## config.mk

```make
export PLATFORM = sky130hd
export DESIGN_NAME = led_subsystem_top
export DESIGN_NICKNAME = d
export VERILOG_FILES = /design/src/led_pkg.sv /design/src/ctrl_led.sv /design/src/led_pwm_channel.sv /design/src/led_subsystem_top.sv /design/src/led_tick_gen.sv /design/src/wdog_period_classifier.sv
export VERILOG_INCLUDE_DIRS = /design/src /design/src/src
export SDC_FILE = /design/constraint.sdc
export NUM_CORES = 1
export LEC_CHECK = 0
export BUFFER_PORTS_ARGS = -buffer_cell sky130_fd_sc_hd__buf_2
export CAP_MARGIN = 20
export CORE_UTILIZATION = 54
export CTS_CLUSTER_DIAMETER = 120
export DETAILED_ROUTE_END_ITERATION = 7
export GPL_TIMING_DRIVEN = 0
export PLACE_DENSITY = 0.75
export SYNTH_ARGS = -nofsm -noshare
export SYNTH_HDL_FRONTEND = slang
export SYNTH_SLANG_ARGS = --single-unit
```

## constraint.sdc

```tcl
create_clock -name sysclk -period 1.93 [get_ports sysclk]
set_clock_uncertainty 0.15 [all_clocks]
set_input_delay 0.0965 -clock sysclk [delete_from_list [all_inputs] [get_ports sysclk]]
set_output_delay 0.0965 -clock sysclk [all_outputs]
set_load 0.02 [all_outputs]
```

## src/led_settings.svh

```systemverilog
`ifndef LED_SETTINGS_SVH
`define LED_SETTINGS_SVH

// Rates are in sysclk cycles and scaled down for short runs

// sysclk cycles per blink strobe
`define LED_BLINK_DIV 8

// PWM frame length, one count per sysclk cycle
`define LED_PWM_FRAME 64

// Frames per step of the brightness profile
`define LED_RAMP_DIV 2

// Entries in the brightness profile, index is 5 bits
`define LED_PROFILE_LEN 32

// Blink strobes spent in the power-up flash
`define LED_FLASH_COUNT 15

// Watchdog period band limits, upper bound inclusive
`define WDOG_LIMIT_1 16'h2580
`define WDOG_LIMIT_2 16'h4B00
`define WDOG_LIMIT_3 16'h7080
`define WDOG_LIMIT_4 16'h9600

`endif

```

## src/led_pkg.sv

```systemverilog
`default_nettype none

package led_pkg;

    // Watchdog display modes for LED1
    typedef enum logic [2:0] {
        WDOG_DISABLE     = 3'd0,
        WDOG_PHASE_ONE   = 3'd1,
        WDOG_PHASE_TWO   = 3'd2,
        WDOG_PHASE_THREE = 3'd3,
        WDOG_PHASE_FOUR  = 3'd4,
        WDOG_PHASE_FIVE  = 3'd5,
        WDOG_TIMEOUT     = 3'd6
    } wdog_mode_e;

    // Single-cycle strobes from the tick generator
    typedef struct packed {
        logic blink;
        logic frame;
        logic ramp;
    } led_ticks_t;

    // Board LED levels, two bicolour LEDs
    typedef struct packed {
        logic led1_grn;
        logic led1_red;
        logic led2_grn;
        logic led2_red;
    } led_drive_t;

    // Breathing profile, duty in cycles per frame, step of 8
    function automatic logic [6:0] led_profile(input logic [4:0] idx);
        logic [6:0] duty;
        duty = 7'd0;
        case (idx[4:3])
            // Long rise 8..64
            2'd0: duty = {({1'b0, idx[2:0]} + 4'd1), 3'b000};
            // Long fall 56..0
            2'd1: duty = {1'b0, (3'd7 - idx[2:0]), 3'b000};
            // Dark, then short rise 8..32
            2'd2: duty = idx[2] ? {1'b0, ({1'b0, idx[1:0]} + 3'd1), 3'b000} : 7'd0;
            // Short fall 24..0, then dark
            default: duty = idx[2] ? 7'd0 : {2'b00, (2'd3 - idx[1:0]), 3'b000};
        endcase
        return duty;
    endfunction

endpackage

`default_nettype wire

```

## src/ctrl_led.sv

```systemverilog
`timescale 1ns/1ns
`default_nettype none

`include "led_settings.svh"

module ctrl_led
    import led_pkg::*;
(
    input  wire         sysclk,
    input  wire         rst,
    input  wire         wdog_mode_e mode,
    input  wire         wdog_period_led,
    input  wire         led_ticks_t ticks,
    input  wire         led_drive_t pwm_leds,
    output led_drive_t  leds
);

    localparam int FLASH_W = $clog2(`LED_FLASH_COUNT + 1);

    logic [FLASH_W-1:0] flash_cnt;
    logic               flash_active;
    logic               flash_sig;
    logic [2:0]         blink_div;
    logic [2:0]         blink_bits;
    logic               wdog_grn;
    logic               wdog_red;
    led_drive_t         leds_next;

    // Power-up flash runs until the blink count is used up
    assign flash_active = (flash_cnt != FLASH_W'(`LED_FLASH_COUNT));

    always_ff @(posedge sysclk) begin
        if (rst) begin
            flash_cnt <= '0;
            flash_sig <= 1'b0;
        end else if (ticks.blink && flash_active) begin
            flash_cnt <= flash_cnt + 1'b1;
            // Reds toggle once per blink strobe
            flash_sig <= ~flash_sig;
        end
    end

    // Divide blink strobes by 6, then count
    // bit 0 fast, bit 1 medium, bit 2 slow
    always_ff @(posedge sysclk) begin
        if (rst) begin
            blink_div  <= 3'd0;
            blink_bits <= 3'd0;
        end else if (ticks.blink) begin
            if (blink_div == 3'd5) begin
                blink_div  <= 3'd0;
                blink_bits <= blink_bits + 3'd1;
            end else begin
                blink_div <= blink_div + 3'd1;
            end
        end
    end

    // Watchdog display on LED1
    always_comb begin
        wdog_grn = 1'b0;
        wdog_red = 1'b0;
        case (mode)
            WDOG_PHASE_ONE:   wdog_grn = 1'b1;
            WDOG_PHASE_TWO:   wdog_grn = blink_bits[0];
            WDOG_PHASE_THREE: wdog_grn = blink_bits[1];
            WDOG_PHASE_FOUR:  wdog_grn = blink_bits[2];
            WDOG_DISABLE:     wdog_red = blink_bits[0];
            WDOG_TIMEOUT:     wdog_red = 1'b1;
            // Phase five leaves LED1 dark
            default: ;
        endcase
    end

    // Priority: flash, then watchdog on LED1, then PWM
    always_comb begin
        if (flash_active) begin
            leds_next.led1_grn = 1'b0;
            leds_next.led1_red = flash_sig;
            leds_next.led2_grn = 1'b0;
            leds_next.led2_red = flash_sig;
        end else begin
            leds_next.led1_grn = wdog_period_led ? wdog_grn : pwm_leds.led1_grn;
            leds_next.led1_red = wdog_period_led ? wdog_red : pwm_leds.led1_red;
            leds_next.led2_grn = pwm_leds.led2_grn;
            leds_next.led2_red = pwm_leds.led2_red;
        end
    end

    // Registered LED outputs
    always_ff @(posedge sysclk) begin
        if (rst) begin
            leds <= '0;
        end else begin
            leds <= leds_next;
        end
    end

endmodule

`default_nettype wire

```

## src/led_pwm_channel.sv

```systemverilog
`timescale 1ns/1ns
`default_nettype none

`include "led_settings.svh"

module led_pwm_channel
    import led_pkg::*;
#(
    // Profile entry this channel starts from, 0 to 31
    parameter int unsigned start_phase = 0
) (
    input  wire         sysclk,
    input  wire         rst,
    input  wire         led_ticks_t ticks,
    output logic        pwm
);

    localparam int IDX_W = $clog2(`LED_PROFILE_LEN);
    localparam int CNT_W = $clog2(`LED_PWM_FRAME);
    // Compare width covers both the count and the 7-bit duty
    localparam int CMP_W = (CNT_W > 7) ? CNT_W : 7;

    logic [IDX_W-1:0] index;
    logic [CNT_W-1:0] count;
    logic [6:0]       duty;

    // Profile step, wraps at the end of the table
    always_ff @(posedge sysclk) begin
        if (rst) begin
            index <= IDX_W'(start_phase);
        end else if (ticks.ramp) begin
            if (index == IDX_W'(`LED_PROFILE_LEN - 1)) begin
                index <= '0;
            end else begin
                index <= index + 1'b1;
            end
        end
    end

    // Position inside the frame, restarts with the frame strobe
    always_ff @(posedge sysclk) begin
        if (rst) begin
            count <= '0;
        end else if (ticks.frame) begin
            count <= '0;
        end else begin
            count <= count + 1'b1;
        end
    end

    // Duty for the current step
    assign duty = led_profile(index);

    // High for the first duty cycles of the frame
    // a duty of a full frame keeps the LED on throughout
    assign pwm = (CMP_W'(count) < CMP_W'(duty));

endmodule

`default_nettype wire

```

## src/led_subsystem_top.sv

```systemverilog
`timescale 1ns/1ns
`default_nettype none

module led_subsystem_top
    import led_pkg::*;
(
    input  wire         sysclk,
    input  wire         rst,
    input  wire  [15:0] wdog_period,
    input  wire         wdog_timeout,
    input  wire         wdog_period_led,
    output led_drive_t  leds
);

    wdog_mode_e  mode;
    led_ticks_t  ticks;
    led_drive_t  pwm_leds;
    logic        pwm_led1_grn;
    logic        pwm_led1_red;
    logic        pwm_led2_grn;
    logic        pwm_led2_red;

    // Period band and timeout to display mode
    wdog_period_classifier classifier_i (
        .sysclk       (sysclk),
        .rst          (rst),
        .wdog_period  (wdog_period),
        .wdog_timeout (wdog_timeout),
        .mode         (mode)
    );

    // Shared blink, frame and ramp strobes
    led_tick_gen tick_gen_i (
        .sysclk (sysclk),
        .rst    (rst),
        .ticks  (ticks)
    );

    // Breathing channels, each offset along the profile
    led_pwm_channel #(.start_phase(8)) pwm_led1_grn_i (
        .sysclk (sysclk),
        .rst    (rst),
        .ticks  (ticks),
        .pwm    (pwm_led1_grn)
    );

    led_pwm_channel #(.start_phase(22)) pwm_led1_red_i (
        .sysclk (sysclk),
        .rst    (rst),
        .ticks  (ticks),
        .pwm    (pwm_led1_red)
    );

    led_pwm_channel #(.start_phase(0)) pwm_led2_grn_i (
        .sysclk (sysclk),
        .rst    (rst),
        .ticks  (ticks),
        .pwm    (pwm_led2_grn)
    );

    led_pwm_channel #(.start_phase(6)) pwm_led2_red_i (
        .sysclk (sysclk),
        .rst    (rst),
        .ticks  (ticks),
        .pwm    (pwm_led2_red)
    );

    assign pwm_leds.led1_grn = pwm_led1_grn;
    assign pwm_leds.led1_red = pwm_led1_red;
    assign pwm_leds.led2_grn = pwm_led2_grn;
    assign pwm_leds.led2_red = pwm_led2_red;

    // Output mux and power-up flash
    ctrl_led ctrl_led_i (
        .sysclk          (sysclk),
        .rst             (rst),
        .mode            (mode),
        .wdog_period_led (wdog_period_led),
        .ticks           (ticks),
        .pwm_leds        (pwm_leds),
        .leds            (leds)
    );

endmodule

`default_nettype wire

```

## src/led_tick_gen.sv

```systemverilog
`timescale 1ns/1ns
`default_nettype none

`include "led_settings.svh"

module led_tick_gen
    import led_pkg::*;
(
    input  wire         sysclk,
    input  wire         rst,
    output led_ticks_t  ticks
);

    localparam int BLINK_W = $clog2(`LED_BLINK_DIV + 1);
    localparam int FRAME_W = $clog2(`LED_PWM_FRAME + 1);
    localparam int RAMP_W  = $clog2(`LED_RAMP_DIV + 1);

    logic [BLINK_W-1:0] blink_cnt;
    logic [FRAME_W-1:0] frame_cnt;
    logic [RAMP_W-1:0]  ramp_cnt;
    logic               blink_end;
    logic               frame_end;
    logic               ramp_end;

    // Last cycle of each count, all zero while counters sit at reset
    assign blink_end = (blink_cnt == BLINK_W'(`LED_BLINK_DIV - 1));
    assign frame_end = (frame_cnt == FRAME_W'(`LED_PWM_FRAME - 1));
    assign ramp_end  = (ramp_cnt == RAMP_W'(`LED_RAMP_DIV - 1));

    // Strobes decoded from registered counters, one cycle wide
    assign ticks.blink = blink_end;
    assign ticks.frame = frame_end;
    assign ticks.ramp  = frame_end & ramp_end;

    always_ff @(posedge sysclk) begin
        if (rst) begin
            blink_cnt <= '0;
            frame_cnt <= '0;
            ramp_cnt  <= '0;
        end else begin
            // Blink divider
            blink_cnt <= blink_end ? '0 : blink_cnt + 1'b1;
            // Cycle count within the PWM frame
            frame_cnt <= frame_end ? '0 : frame_cnt + 1'b1;
            // Frames between profile steps
            if (frame_end) begin
                ramp_cnt <= ramp_end ? '0 : ramp_cnt + 1'b1;
            end
        end
    end

endmodule

`default_nettype wire

```

## src/wdog_period_classifier.sv

```systemverilog
`timescale 1ns/1ns
`default_nettype none

`include "led_settings.svh"

module wdog_period_classifier
    import led_pkg::*;
(
    input  wire         sysclk,
    input  wire         rst,
    input  wire  [15:0] wdog_period,
    input  wire         wdog_timeout,
    output wdog_mode_e  mode
);

    wdog_mode_e mode_next;

    // Band lookup on the period value
    always_comb begin
        if (wdog_timeout) begin
            // Timeout beats any period setting
            mode_next = WDOG_TIMEOUT;
        end else if (wdog_period == 16'h0000) begin
            mode_next = WDOG_DISABLE;
        end else if (wdog_period <= `WDOG_LIMIT_1) begin
            mode_next = WDOG_PHASE_ONE;
        end else if (wdog_period <= `WDOG_LIMIT_2) begin
            mode_next = WDOG_PHASE_TWO;
        end else if (wdog_period <= `WDOG_LIMIT_3) begin
            mode_next = WDOG_PHASE_THREE;
        end else if (wdog_period <= `WDOG_LIMIT_4) begin
            mode_next = WDOG_PHASE_FOUR;
        end else begin
            // Period beyond the last band
            mode_next = WDOG_PHASE_FIVE;
        end
    end

    // One register stage on the mode
    always_ff @(posedge sysclk) begin
        if (rst) begin
            mode <= WDOG_DISABLE;
        end else begin
            mode <= mode_next;
        end
    end

endmodule

`default_nettype wire
```

* Word level (Yosys, flattened, before mapping)
Index checks and enable logic that the tools add are counted.
** Storage, ports and cells
- Memory bits (writable) :: 0
- Logic and storage cells :: 124
- Bits in registers :: 75
- ROM bits :: 0
- Bits in latches :: 0
- Input bits :: 20
- Output and inout port bits :: 4
- Memories kept :: 0
** Operators by class
- Reductions and logical operators :: 12
- $lt $le $gt $ge :: 8
- Mux-type cells :: 29
- Eq/ne operators :: 22
- Bitwise logic cells :: 2
- Multiply operators :: 0
- Divide/modulo/power cells :: 0
- Shifts and indexed selects :: 0
- Add/subtract/negate cells :: 30
** Operators by type and width (number)
- $pmux W7 S3 :: 4
- $mux W5 :: 8
- $le A16 B15 Y1 const B :: 2
- $lt A6 B7 Y1 :: 4
- $add A6 B1 Y6 const B :: 4
- $mux W6 :: 4
- $mux W3 :: 7
- $add A5 B1 Y5 const B :: 4
- $eq A5 B5 Y1 const B :: 4
- $add A3 B1 Y4 const B :: 4
- $le A16 B14 Y1 const B :: 1
- $le A16 B16 Y1 const B :: 1
- $logic_not A16 Y1 :: 1
- $add A2 B1 Y3 const B :: 4
- $sub A3 B3 Y3 const A :: 4
- $eq A2 B1 Y1 const B :: 5
- $eq A3 B3 Y1 const B :: 3
- $add A4 B1 Y4 const B :: 2
- $eq A2 B2 Y1 const B :: 4
- $logic_not A2 Y1 :: 4
- $sub A2 B2 Y2 const A :: 4
- $add A7 B1 Y7 const B :: 1
- $eq A7 B6 Y1 const B :: 1
- $add A3 B1 Y3 const B :: 2
- other kinds (16) :: 21

* Longest topological paths before layout
Gate-level depths: netlist of the first run.
- Word-level depth :: 7
- Mapped depth :: 9
- Gate-level depth less buffers :: 9

* Cells and area by module
Synthesis of the first run repeated with hierarchy kept, for this count alone.
** Unflattened totals
- Cells, all modules :: 429
- Area total of the unflattened synthesis :: 3839.9 µm²
** By module, submodules not included
- ctrl_led :: instances 1, sequential area each 300.3 µm², area each 675.6 µm², cells each 77
- led_pwm_channel (pwm_led1_grn_i) :: instances 1, sequential area each 220.2 µm², area each 590.6 µm², cells each 67
- led_pwm_channel (pwm_led1_red_i) :: instances 1, sequential area each 220.2 µm², area each 583.1 µm², cells each 65
- led_pwm_channel (pwm_led2_grn_i) :: instances 1, sequential area each 220.2 µm², area each 581.8 µm², cells each 67
- led_pwm_channel (pwm_led2_red_i) :: instances 1, sequential area each 220.2 µm², area each 580.6 µm², cells each 65
- led_tick_gen :: instances 1, sequential area each 260.2 µm², area each 531.8 µm², cells each 51
- wdog_period_classifier :: instances 1, sequential area each 60.1 µm², area each 296.5 µm², cells each 37

* Least setup slack after synthesis of the first run
Ideal clock, no wire load.
- Path type :: register to register
- Start point :: register pwm_led1_red_i.index[0]
- End point :: register ctrl_led_i.leds[2] (netlist name)
- Required time :: 1.646 ns
- Clock period less this slack :: 2.128 ns
- Arrival time :: 1.844 ns
- Slack :: -0.198 ns
- Path buffers :: 0
- Library setup time :: 0.134 ns
- Cell stages (with the launch flop) :: 9
- Cells stage by stage :: dfxtp_1 > ha_1 > ha_1 > mux2_2 > o21ai_0 > ha_1 > nor2_1 > a2111oi_0 > a21oi_1
** Between the ends
- Cells in the longest elaborated chain, start to end :: 6
- Elaborated cells between the ends (all ways) :: 10
- Classes of those cells :: add/sub: 4; order compare: 1; mux: 5
** RTL lines
- start: declaration :: line led_pwm_channel.sv:23 : logic [IDX_W-1:0] index;
- start signal: assignment :: line led_pwm_channel.sv:30 : index <= IDX_W'(start_phase);
- start signal: assignment :: line led_pwm_channel.sv:35 : index <= index + 1'b1;
- $sub A2 B2 Y2 or $add A2 B1 Y3 (tied branches) :: line led_pkg.sv:43, led_pkg.sv:41
- $mux W5 or $mux W6 (tied branches) :: line led_pkg.sv:43, led_pkg.sv:41
- $pmux W7 S3 (*) :: line led_pkg.sv:35 : case (idx[4:3])
- $lt A6 B7 Y1 (*) :: line led_pwm_channel.sv:56 : assign pwm = (CMP_W'(count) < CMP_W'(duty));
- $mux W1 (*) :: line ctrl_led.sv:84 : leds_next.led1_red = wdog_period_led ? wdog_red : pwm_leds.led1_red;
- $mux W3 (*) :: line ctrl_led.sv:77 : if (flash_active) begin
Mark *: on every way between the ends. The rest lies on a longest branch, timed or not.
A chain may end at the register's enable or synchronous reset.

* Final worst setup path of the first run
- Start point :: register pwm_led1_grn_i.index[1]
- End point :: register ctrl_led_i.leds[3] (netlist name)
** Between the ends
- Cells in the longest elaborated chain, start to end :: 5
- Elaborated cells between the ends (all ways) :: 9
- Classes of those cells :: add/sub: 4; order compare: 1; mux: 4
** RTL lines
- start: declaration :: line led_pwm_channel.sv:23
- start signal: assignment :: line led_pwm_channel.sv:30
- start signal: assignment :: line led_pwm_channel.sv:35
- $sub A2 B2 Y2 or $add A2 B1 Y3 (tied branches) :: line led_pkg.sv:43, led_pkg.sv:41
- $mux W5 or $mux W6 (tied branches) :: line led_pkg.sv:43, led_pkg.sv:41
- $pmux W7 S3 (*) :: line led_pkg.sv:35
- $lt A6 B7 Y1 (*) :: line led_pwm_channel.sv:56
- $mux W1 (*) :: line ctrl_led.sv:83 : leds_next.led1_grn = wdog_period_led ? wdog_grn : pwm_leds.led1_grn;
Marks and branches as above.

==> metrics.txt, run 1 <==
Non-Filler Instances 549; CTS Buf Count 9; Reg clk slew, reported paths approximately 80 ps; cell count after synthesis 422; net count after synthesis 470; Leakage 1.84 nW; Synth Area in XOR/XNOR 7.33%; n_diodes 0; r2r endpoint ctrl_led_i.leds[3]; hold worst-path end classifier_i.mode[1]; Layout fillers 491; die area 7200 µm²; Initial Util between 50 and 60%; worst hold-check path type in -> reg; Ys Warns 0; Worst Path Max Fanout 5; crit path kind reg -> reg; worst setup margin -49.7 ps; layout cells sized above 1 23.3%; nets@finish 515; Cell Pwr Density 709 nW/µm²; Worst-Margin Slew approximately 650 ps; Post-Synth Simple-Gate Area 24.2%; flops & latches, synth 75; crit end category flip-flop; Post-synth top cells 75 x dfxtp_1, 72 x nor2_1, 31 x a21oi_1; count of different cell masters after synthesis 46; IO buf count 23; wire per inst between 10 and 15 µm; Setup TNS -83.7 ps; Die Wd 84.8 µm; Crit. Startpoint pwm_led1_grn_i.index[1]; Routed Antenna Nets 0; top cell type's share of synthesized area 40.5%; unrepaired setup endpoints after global routing yes; Syn Std Cell Area 3710 µm²; Worst slew margin 57.0%; sequential area share after synthesis 40.5%; minimum clock period around 2000 ps; vias in the first global route 2,910; Overflow after GRT 0; clock buffer depth 2; Mean Syn Cell Area 8.78 µm²; Die Height 84.8 µm; synth top area cells dfxtp_1 41%, ha_1 9.5%, nor2_1 7.3%, a21oi_1 4.2%, xor2_1 3.8%; Root Buffer clkbuf_8; core area 6490 µm²; first-pass GRT wire length between 10,000 and 15,000 µm; drt drc 0; main combinational cell family by area after synthesis simple AND/OR/NAND/NOR gates; top-count cell post-synth dfxtp_1; Tcrit/Tclk final 103%; failing checks setup timing; Reg2Reg Launch Point pwm_led1_grn_i.index[1]; Slew Limit Fails 0; Register Area 1530 µm²; clk_lat worst skew 350 ps; Worst Path Required 2000 ps; Setup-failing EPs final 2; I/O pin cnt 24; footprint of the multi-input gates 2300 µm²; Placement Rows 29; Cells after DPL 522; via count 3,162; Hold Crit Start wdog_period[12]; Worst R2R Setup Slack -50 ps; WHS Path Cells 4; Max Cap Violations 0; drt pass-1 iters 6; arrival time worst endpoint 2050 ps; mux share of post-synthesis cell area ~2.3%; Post-synth EDFFs 0; Synth Area in Adders a little under a tenth; post-synth top area cell dfxtp_1; Worst setup SP type flip-flop; CTS tree built; hold slack 57.2 ps; hpwl dp around 5200 µm; DRT Wirelength 7920 µm; Peak supply drop ~400 µV; Final Util 69.7%; R2R depth 9; gp weighted congestion 0.820; synthesis-to-layout area growth 22.2%; largest net degree at the start of global routing 14; Detailed Route Iter0 Violations 123; power consumption 0.00321 W; post-synthesis async set-or-reset flop share 0%; Synth Area in Compound Gates 13.0%; outcome finished with violations; CTS H-tree depth 3; global-route usage over all layers 22.5%; vias per cell 5.76; Clock Sinks 75; initial antenna violation count 0; final hold vios 0; commonest register cell after synthesis dfxtp_1; Fmax slightly above 500 MHz
## metrics by stage
| stage | cell area, µm² | worst slack, ps |
|---|---|---|
| floorplan | 3760 | 1.90 |
| finish | 4530 | -49.7 |
| detailed placement | 3970 | -203 |
| global route | 4530 | -152 |
| CTS | 4390 | -25.2 |
| global placement | 3970 | -168 |
## logic make-up after synthesis
kind of cell	Yosys count
adder cells (fa/ha/maj)	28
flip-flops	75
AND/OR/NAND/NOR	173
multiplexers	8
XOR/XNOR	31
buffers and inverters	28
AO/OA/AOI/OAI	79
## what timing repair did
action | CTS | global route
gates cloned | 0 | 1
setup buffers | 5 | 4
hold buffers | 5 | 1
resized for setup | 29 | 36
pin swaps | 10 | 7
setup endpoints to repair | 23 | 40
endpoints found under the hold margin | 5 | 3
## cell type report
class,instances,share of cell area (%)
plain buffers,15,2.04
clock buffers,9,2.73
clock inverters,7,2.57
inverters,9,0.746
multi-input cells,320,50.8
flip-flops and latches,75,33.9
well taps,77,2.13
repair buffers,37,5.14
## critical path, stage by stage (launching register included)
cell     delay [ps]
dfxtp_4         370
ha_4            160
ha_4            260
nand2_2          50
a21oi_2         120
a31oi_1          60
ha_1            300
nor2_1           40
nor4_2          280
nor4_2           60
## metal layers
layer,vias to the layer above,part of all wire [%],GRT usage (%)
met5,-,0,0
met4,0,1.4,8.47
met3,15,5.1,3.89
met2,79,49,39.5
met1,1480,44,27.6
li1,1588,-,-
## cells in the final DEF, fill, tap and decap left out, types with 3 or more instances in the layout
cell           synthesis  final
nor2_1                72     66
dfxtp_1               75     65
a21oi_1               31     26
buf_2                  5     25
nand3_1               19     18
ha_1                  28     18
nor3_1                16     16
xor2_1                16     16
xnor2_1               15     15
o21ai_0               18     12
nand2_1               13     12
buf_4                  3     11
nor3b_1               11     11
inv_1                  9      9
and3_1                10      9
clkbuf_8               0      9
ha_4                   0      8
dfxtp_4                0      8
a31oi_1                6      6
a211o_1                6      6
a21oi_2                0      5
nor2_2                 0      5
mux2i_1                5      5
and2_1                 5      5
dlygate4sd3_1          0      5
nor4_1                 5      4
clkbuf_2               0      3
o21ai_2                0      3
nand2b_1               3      3
a21o_1                 3      3
nor4_2                 2      3
buf_1                  3      3
o21ai_1                0      3
or4_1                  5      3
bufinv_16              0      3
## report_power, final
part,internal [W],switching [W]
Sequential,0.00157,0.0000292
Clock,0.000856,0.000591
Combinational,0.0000765,0.0000872
Total,0.00250,0.000707
## sequential cells by signal, indices dropped and copies added, names as in the netlist, 5 cells and up
register / count
pwm_led2_red_i.index: 5
pwm_led1_red_i.count: 6
pwm_led2_grn_i.count: 6
pwm_led2_red_i.count: 6
pwm_led1_grn_i.index: 5
tick_gen_i.frame_cnt: 7
pwm_led1_red_i.index: 5
pwm_led1_grn_i.count: 6
pwm_led2_grn_i.index: 5
## worst max-delay path by stage
stage                         end  slack [ps]  cells past startpoint
6_report       ctrl_led_i.leds[3]         -50                      9
5_1_grt        ctrl_led_i.leds[3]        -150                      9
4_1_cts        ctrl_led_i.leds[3]         -30                      9
3_5_place_dp   ctrl_led_i.leds[0]        -200                      7
3_3_place_gp   ctrl_led_i.leds[0]        -170                      7
2_1_floorplan  ctrl_led_i.leds[2]           2                      8
(Power assumes the default switching activity.)
==> run 2: changes to the inputs <==
--- a/config.mk
+++ b/config.mk
@@ -8,11 +8,13 @@
 export LEC_CHECK = 0
 export BUFFER_PORTS_ARGS = -buffer_cell sky130_fd_sc_hd__buf_2
 export CAP_MARGIN = 20
-export CORE_UTILIZATION = 54
+export CORE_UTILIZATION = 55
 export CTS_CLUSTER_DIAMETER = 120
 export DETAILED_ROUTE_END_ITERATION = 7
 export GPL_TIMING_DRIVEN = 0
-export PLACE_DENSITY = 0.75
+export PLACE_DENSITY = 0.76
+export SETUP_SLACK_MARGIN = 0.1
 export SYNTH_ARGS = -nofsm -noshare
 export SYNTH_HDL_FRONTEND = slang
+export SYNTH_HIERARCHICAL = 1
 export SYNTH_SLANG_ARGS = --single-unit
==> metrics.txt, run 2 <==
mux share of post-synthesis cell area 3.39% (+1.1 points); sequential area share after synthesis 39.1% (-1.4 points); most frequent cells in the layout 60 x dfxtp_1, 54 x nor2_1, 28 x a21oi_1; Reg with most FFs tick_gen_i/frame_cnt; Synth Area in Adders 9.12% (-0.33 points); Worst Path Required 2080 ps (+80 ps); Root Buffer clkbuf_8; post-synthesis async set-or-reset flop share 0% (unchanged); Cell Pwr Density 611 nW/µm² (-14%); die area 7320 µm² (+1.7%); synthesis-to-layout area growth 24.2%; Setup-failing EPs final 12 (+10); crit path kind reg -> reg; Die Height 85.6 µm (+0.84%); nets@finish 537 (+4.3%); commonest register cell after synthesis dfxtp_1; worst-path cell chain ha_4 -> ha_4 -> mux2_4 -> o21ai_2 -> ha_1 -> o32a_1 -> o21ai_2 -> nor2_1 -> nor3_1 -> o31a_1; Post-synth top cells 75 x dfxtp_1, 54 x nor2_1, 30 x a21oi_1; gp weighted congestion 0.809 (-1.3%); Leakage 1.85 nW (+0.15%); drt drc 0 (unchanged); Clock Sinks 75 (unchanged); Post-Route M1 WL 3700 µm (+5.2%); initial antenna violation count 0 (unchanged); Detailed Route Iter0 Violations 174 (+41%); largest stage delay on the critical path 360 ps (about the same); wire per inst 13.8 µm (-4.0%); max reg flops 7 (unchanged); Max Cap Violations 0 (unchanged); WL met3 226 µm (-44%); cell count after synthesis 429 (+1.7%); post-synth top area cell dfxtp_1; Worst Path Max Fanout 2 (-3); via count 3,275 (+3.6%); main combinational cell family by area after synthesis simple AND/OR/NAND/NOR gates; CTS tree built; Synth Area in XOR/XNOR 5.02% (-2.3 points); layout cells sized above 1 28.7% (+5.4 points); Ys Warns 6 (+6); Post-Synth Simple-Gate Area 24.3% (+0.10 points); synth top area cells dfxtp_1 39%, ha_1 9.1%, nor2_1 5.3%, a21oi_1 3.9%, xor2_1 3.2%; commonest non-fill, non-tap cell in the layout dfxtp_1; Peak supply drop 457 µV (+13%); WP buf/inv 0 (unchanged); Synth Area in Compound Gates 16.1% (+3.2 points); worst hold-check path type in -> reg; metal2 WL 3920 µm (+0.51%); outcome finished with violations; Reg clk slew, reported paths 80 ps (about the same); worst setup margin -238 ps (-189 ps); unrepaired setup endpoints after global routing yes; Overflow after GRT 0 (unchanged); Post-synth EDFFs 0 (unchanged); largest net degree at the start of global routing 43 (+29); Worst-Margin Slew 785 ps (+140 ps); arrival time worst endpoint 2310 ps (+260 ps); n_diodes 0 (unchanged); Initial Util 56.8% (-0.23 points); vias per cell 5.71 (-0.94%); Routed Antenna Nets 0 (unchanged); core area 6760 µm² (+4.0%); Non-Filler Instances 574 (+4.6%); net count after synthesis 477 (+1.5%); Fmax 461 MHz (-8.7%); Mean Syn Cell Area 8.95 µm² (+1.9%); vias in the first global route 3,076 (+5.7%); flops & latches, synth 75 (unchanged); Placement Rows 30 (+3.4%); count of different cell masters after synthesis 64 (+39%); top-count cell post-synth dfxtp_1; clock buffer depth 2 (unchanged); CTS Buf Count 9 (unchanged); CTS H-tree depth 3 (unchanged); IO buf count 21 (-8.7%); clk_lat worst skew 360 ps (about the same); Slew Limit Fails 0 (unchanged); drt pass-1 iters 5 (-1); Cells after DPL 530 (+1.5%); Worst slew margin 47.6% (-9.3 points); Tcrit/Tclk final 112% (+9.8 points); I/O pin cnt 24 (unchanged); failing checks setup timing; DRT Wirelength 7950 µm (+0.33%); slowest library cell on the worst path dfxtp_4; Die Wd 85.6 µm (+0.84%); Syn Std Cell Area 3840 µm² (+3.6%); Worst setup SP type flip-flop; top cell type's share of synthesized area 39.1% (-1.4 points); Highest Signal Layer met4; Final Util 70.6% (+0.86 points); minimum clock period 2170 ps (+189 ps); global-route usage over all layers 22.9% (+0.44 points); hpwl dp 5010 µm (-3.1%); crit end category flip-flop; first-pass GRT wire length 13,400 µm (+3.7%); Top Family by Delay on Critical Path adder cells; final hold vios 0 (unchanged)
[run 2: cell types whose count changed in the layout (fill, tap and decap cells not counted), sizes merged, moves of 4 or more]
cell and change:
o32a +4, nor2 -18, or3 +8, nand3 +5, nor2b +6, a221o +4
xnor2 -7, nor3 -5, o21ai +8, buf +13, nand2 +10
[run 2: where the power goes]
group          switching (W)  internal (W)  total, W
registers          0.0000365       0.00157   0.00161
clock network       0.000620      0.000513   0.00113
logic              0.0000874     0.0000814  0.000169
[run 2: logic make-up after synthesis]
group,count (synthesis)
AO/OA/AOI/OAI,94
XOR/XNOR,22
adder cells (fa/ha/maj),28
buffers and inverters,24
flip-flops,75
multiplexers,12
AND/OR/NAND/NOR,174
[run 2: worst paths after layout]
path,start,to,slack [ps],cells after the start
worst max register to register,pwm_led1_grn_i/index[1],ctrl_led_i/leds[3],-240,10
worst max-delay path,pwm_led1_grn_i/index[1],ctrl_led_i/leds[3],-240,10
worst min register to register,tick_gen_i/blink_cnt[0],tick_gen_i/blink_cnt[0],300,1
worst min-delay path,wdog_period[7],classifier_i/mode[0],5,3
[run 2: per-stage QoR]
step                TNS, ps  hold WS [ps]  cell area [µm²]  worst slack [ps]  total power, W
detailed placement    -4540           175             4190              -409         0.00180
floorplan              -644          9.20             3990              -145         0.00174
finish                -1070          5.24             4770              -238         0.00291
global route          -2370          29.8             4770              -329         0.00305
global placement      -3890           165             4190              -366         0.00179
CTS                    -613          12.8             4640              -234         0.00294
[run 2: per-layer routing]
layer | vias up | global-route usage [%]
li1 | 1689 | -
met1 | 1535 | 28.8
met2 | 41 | 38.7
met3 | 10 | 4.62
met4 | 0 | 9.24
met5 | - | 0
[run 2: layout make-up]
| class | instances | area [µm²] |
|---|---|---|
| fill | 503 | 1990 |
| buffer | 15 | 90.1 |
| clock inverter | 6 | 47.5 |
| clock buffer | 10 | 138 |
| sequential | 75 | 1540 |
| timing repair buffer | 48 | 338 |
| inverter | 9 | 41.3 |
| tap | 80 | 100 |
| multi-input combinational | 331 | 2470 |
[run 2: worst register-to-register path, cell delays in order (launching register included)]
cell and delay, ps:
dfxtp_4 360, ha_4 170, ha_4 210, mux2_4 270, o21ai_2 110, ha_1 240
o32a_1 170, o21ai_2 70, nor2_1 50, nor3_1 160, o31a_1 160
[run 2: repair_timing]
| item | in CTS | in global routing |
|---|---|---|
| hold endpoints to repair | 4 | 0 |
| hold buffers | 4 | 0 |
| buffers inserted | 18 | 7 |
| gates resized for setup | 27 | 26 |
| gates cloned | 1 | 0 |
| pin swaps | 14 | 4 |
| endpoints found under the setup margin | 28 | 54 |
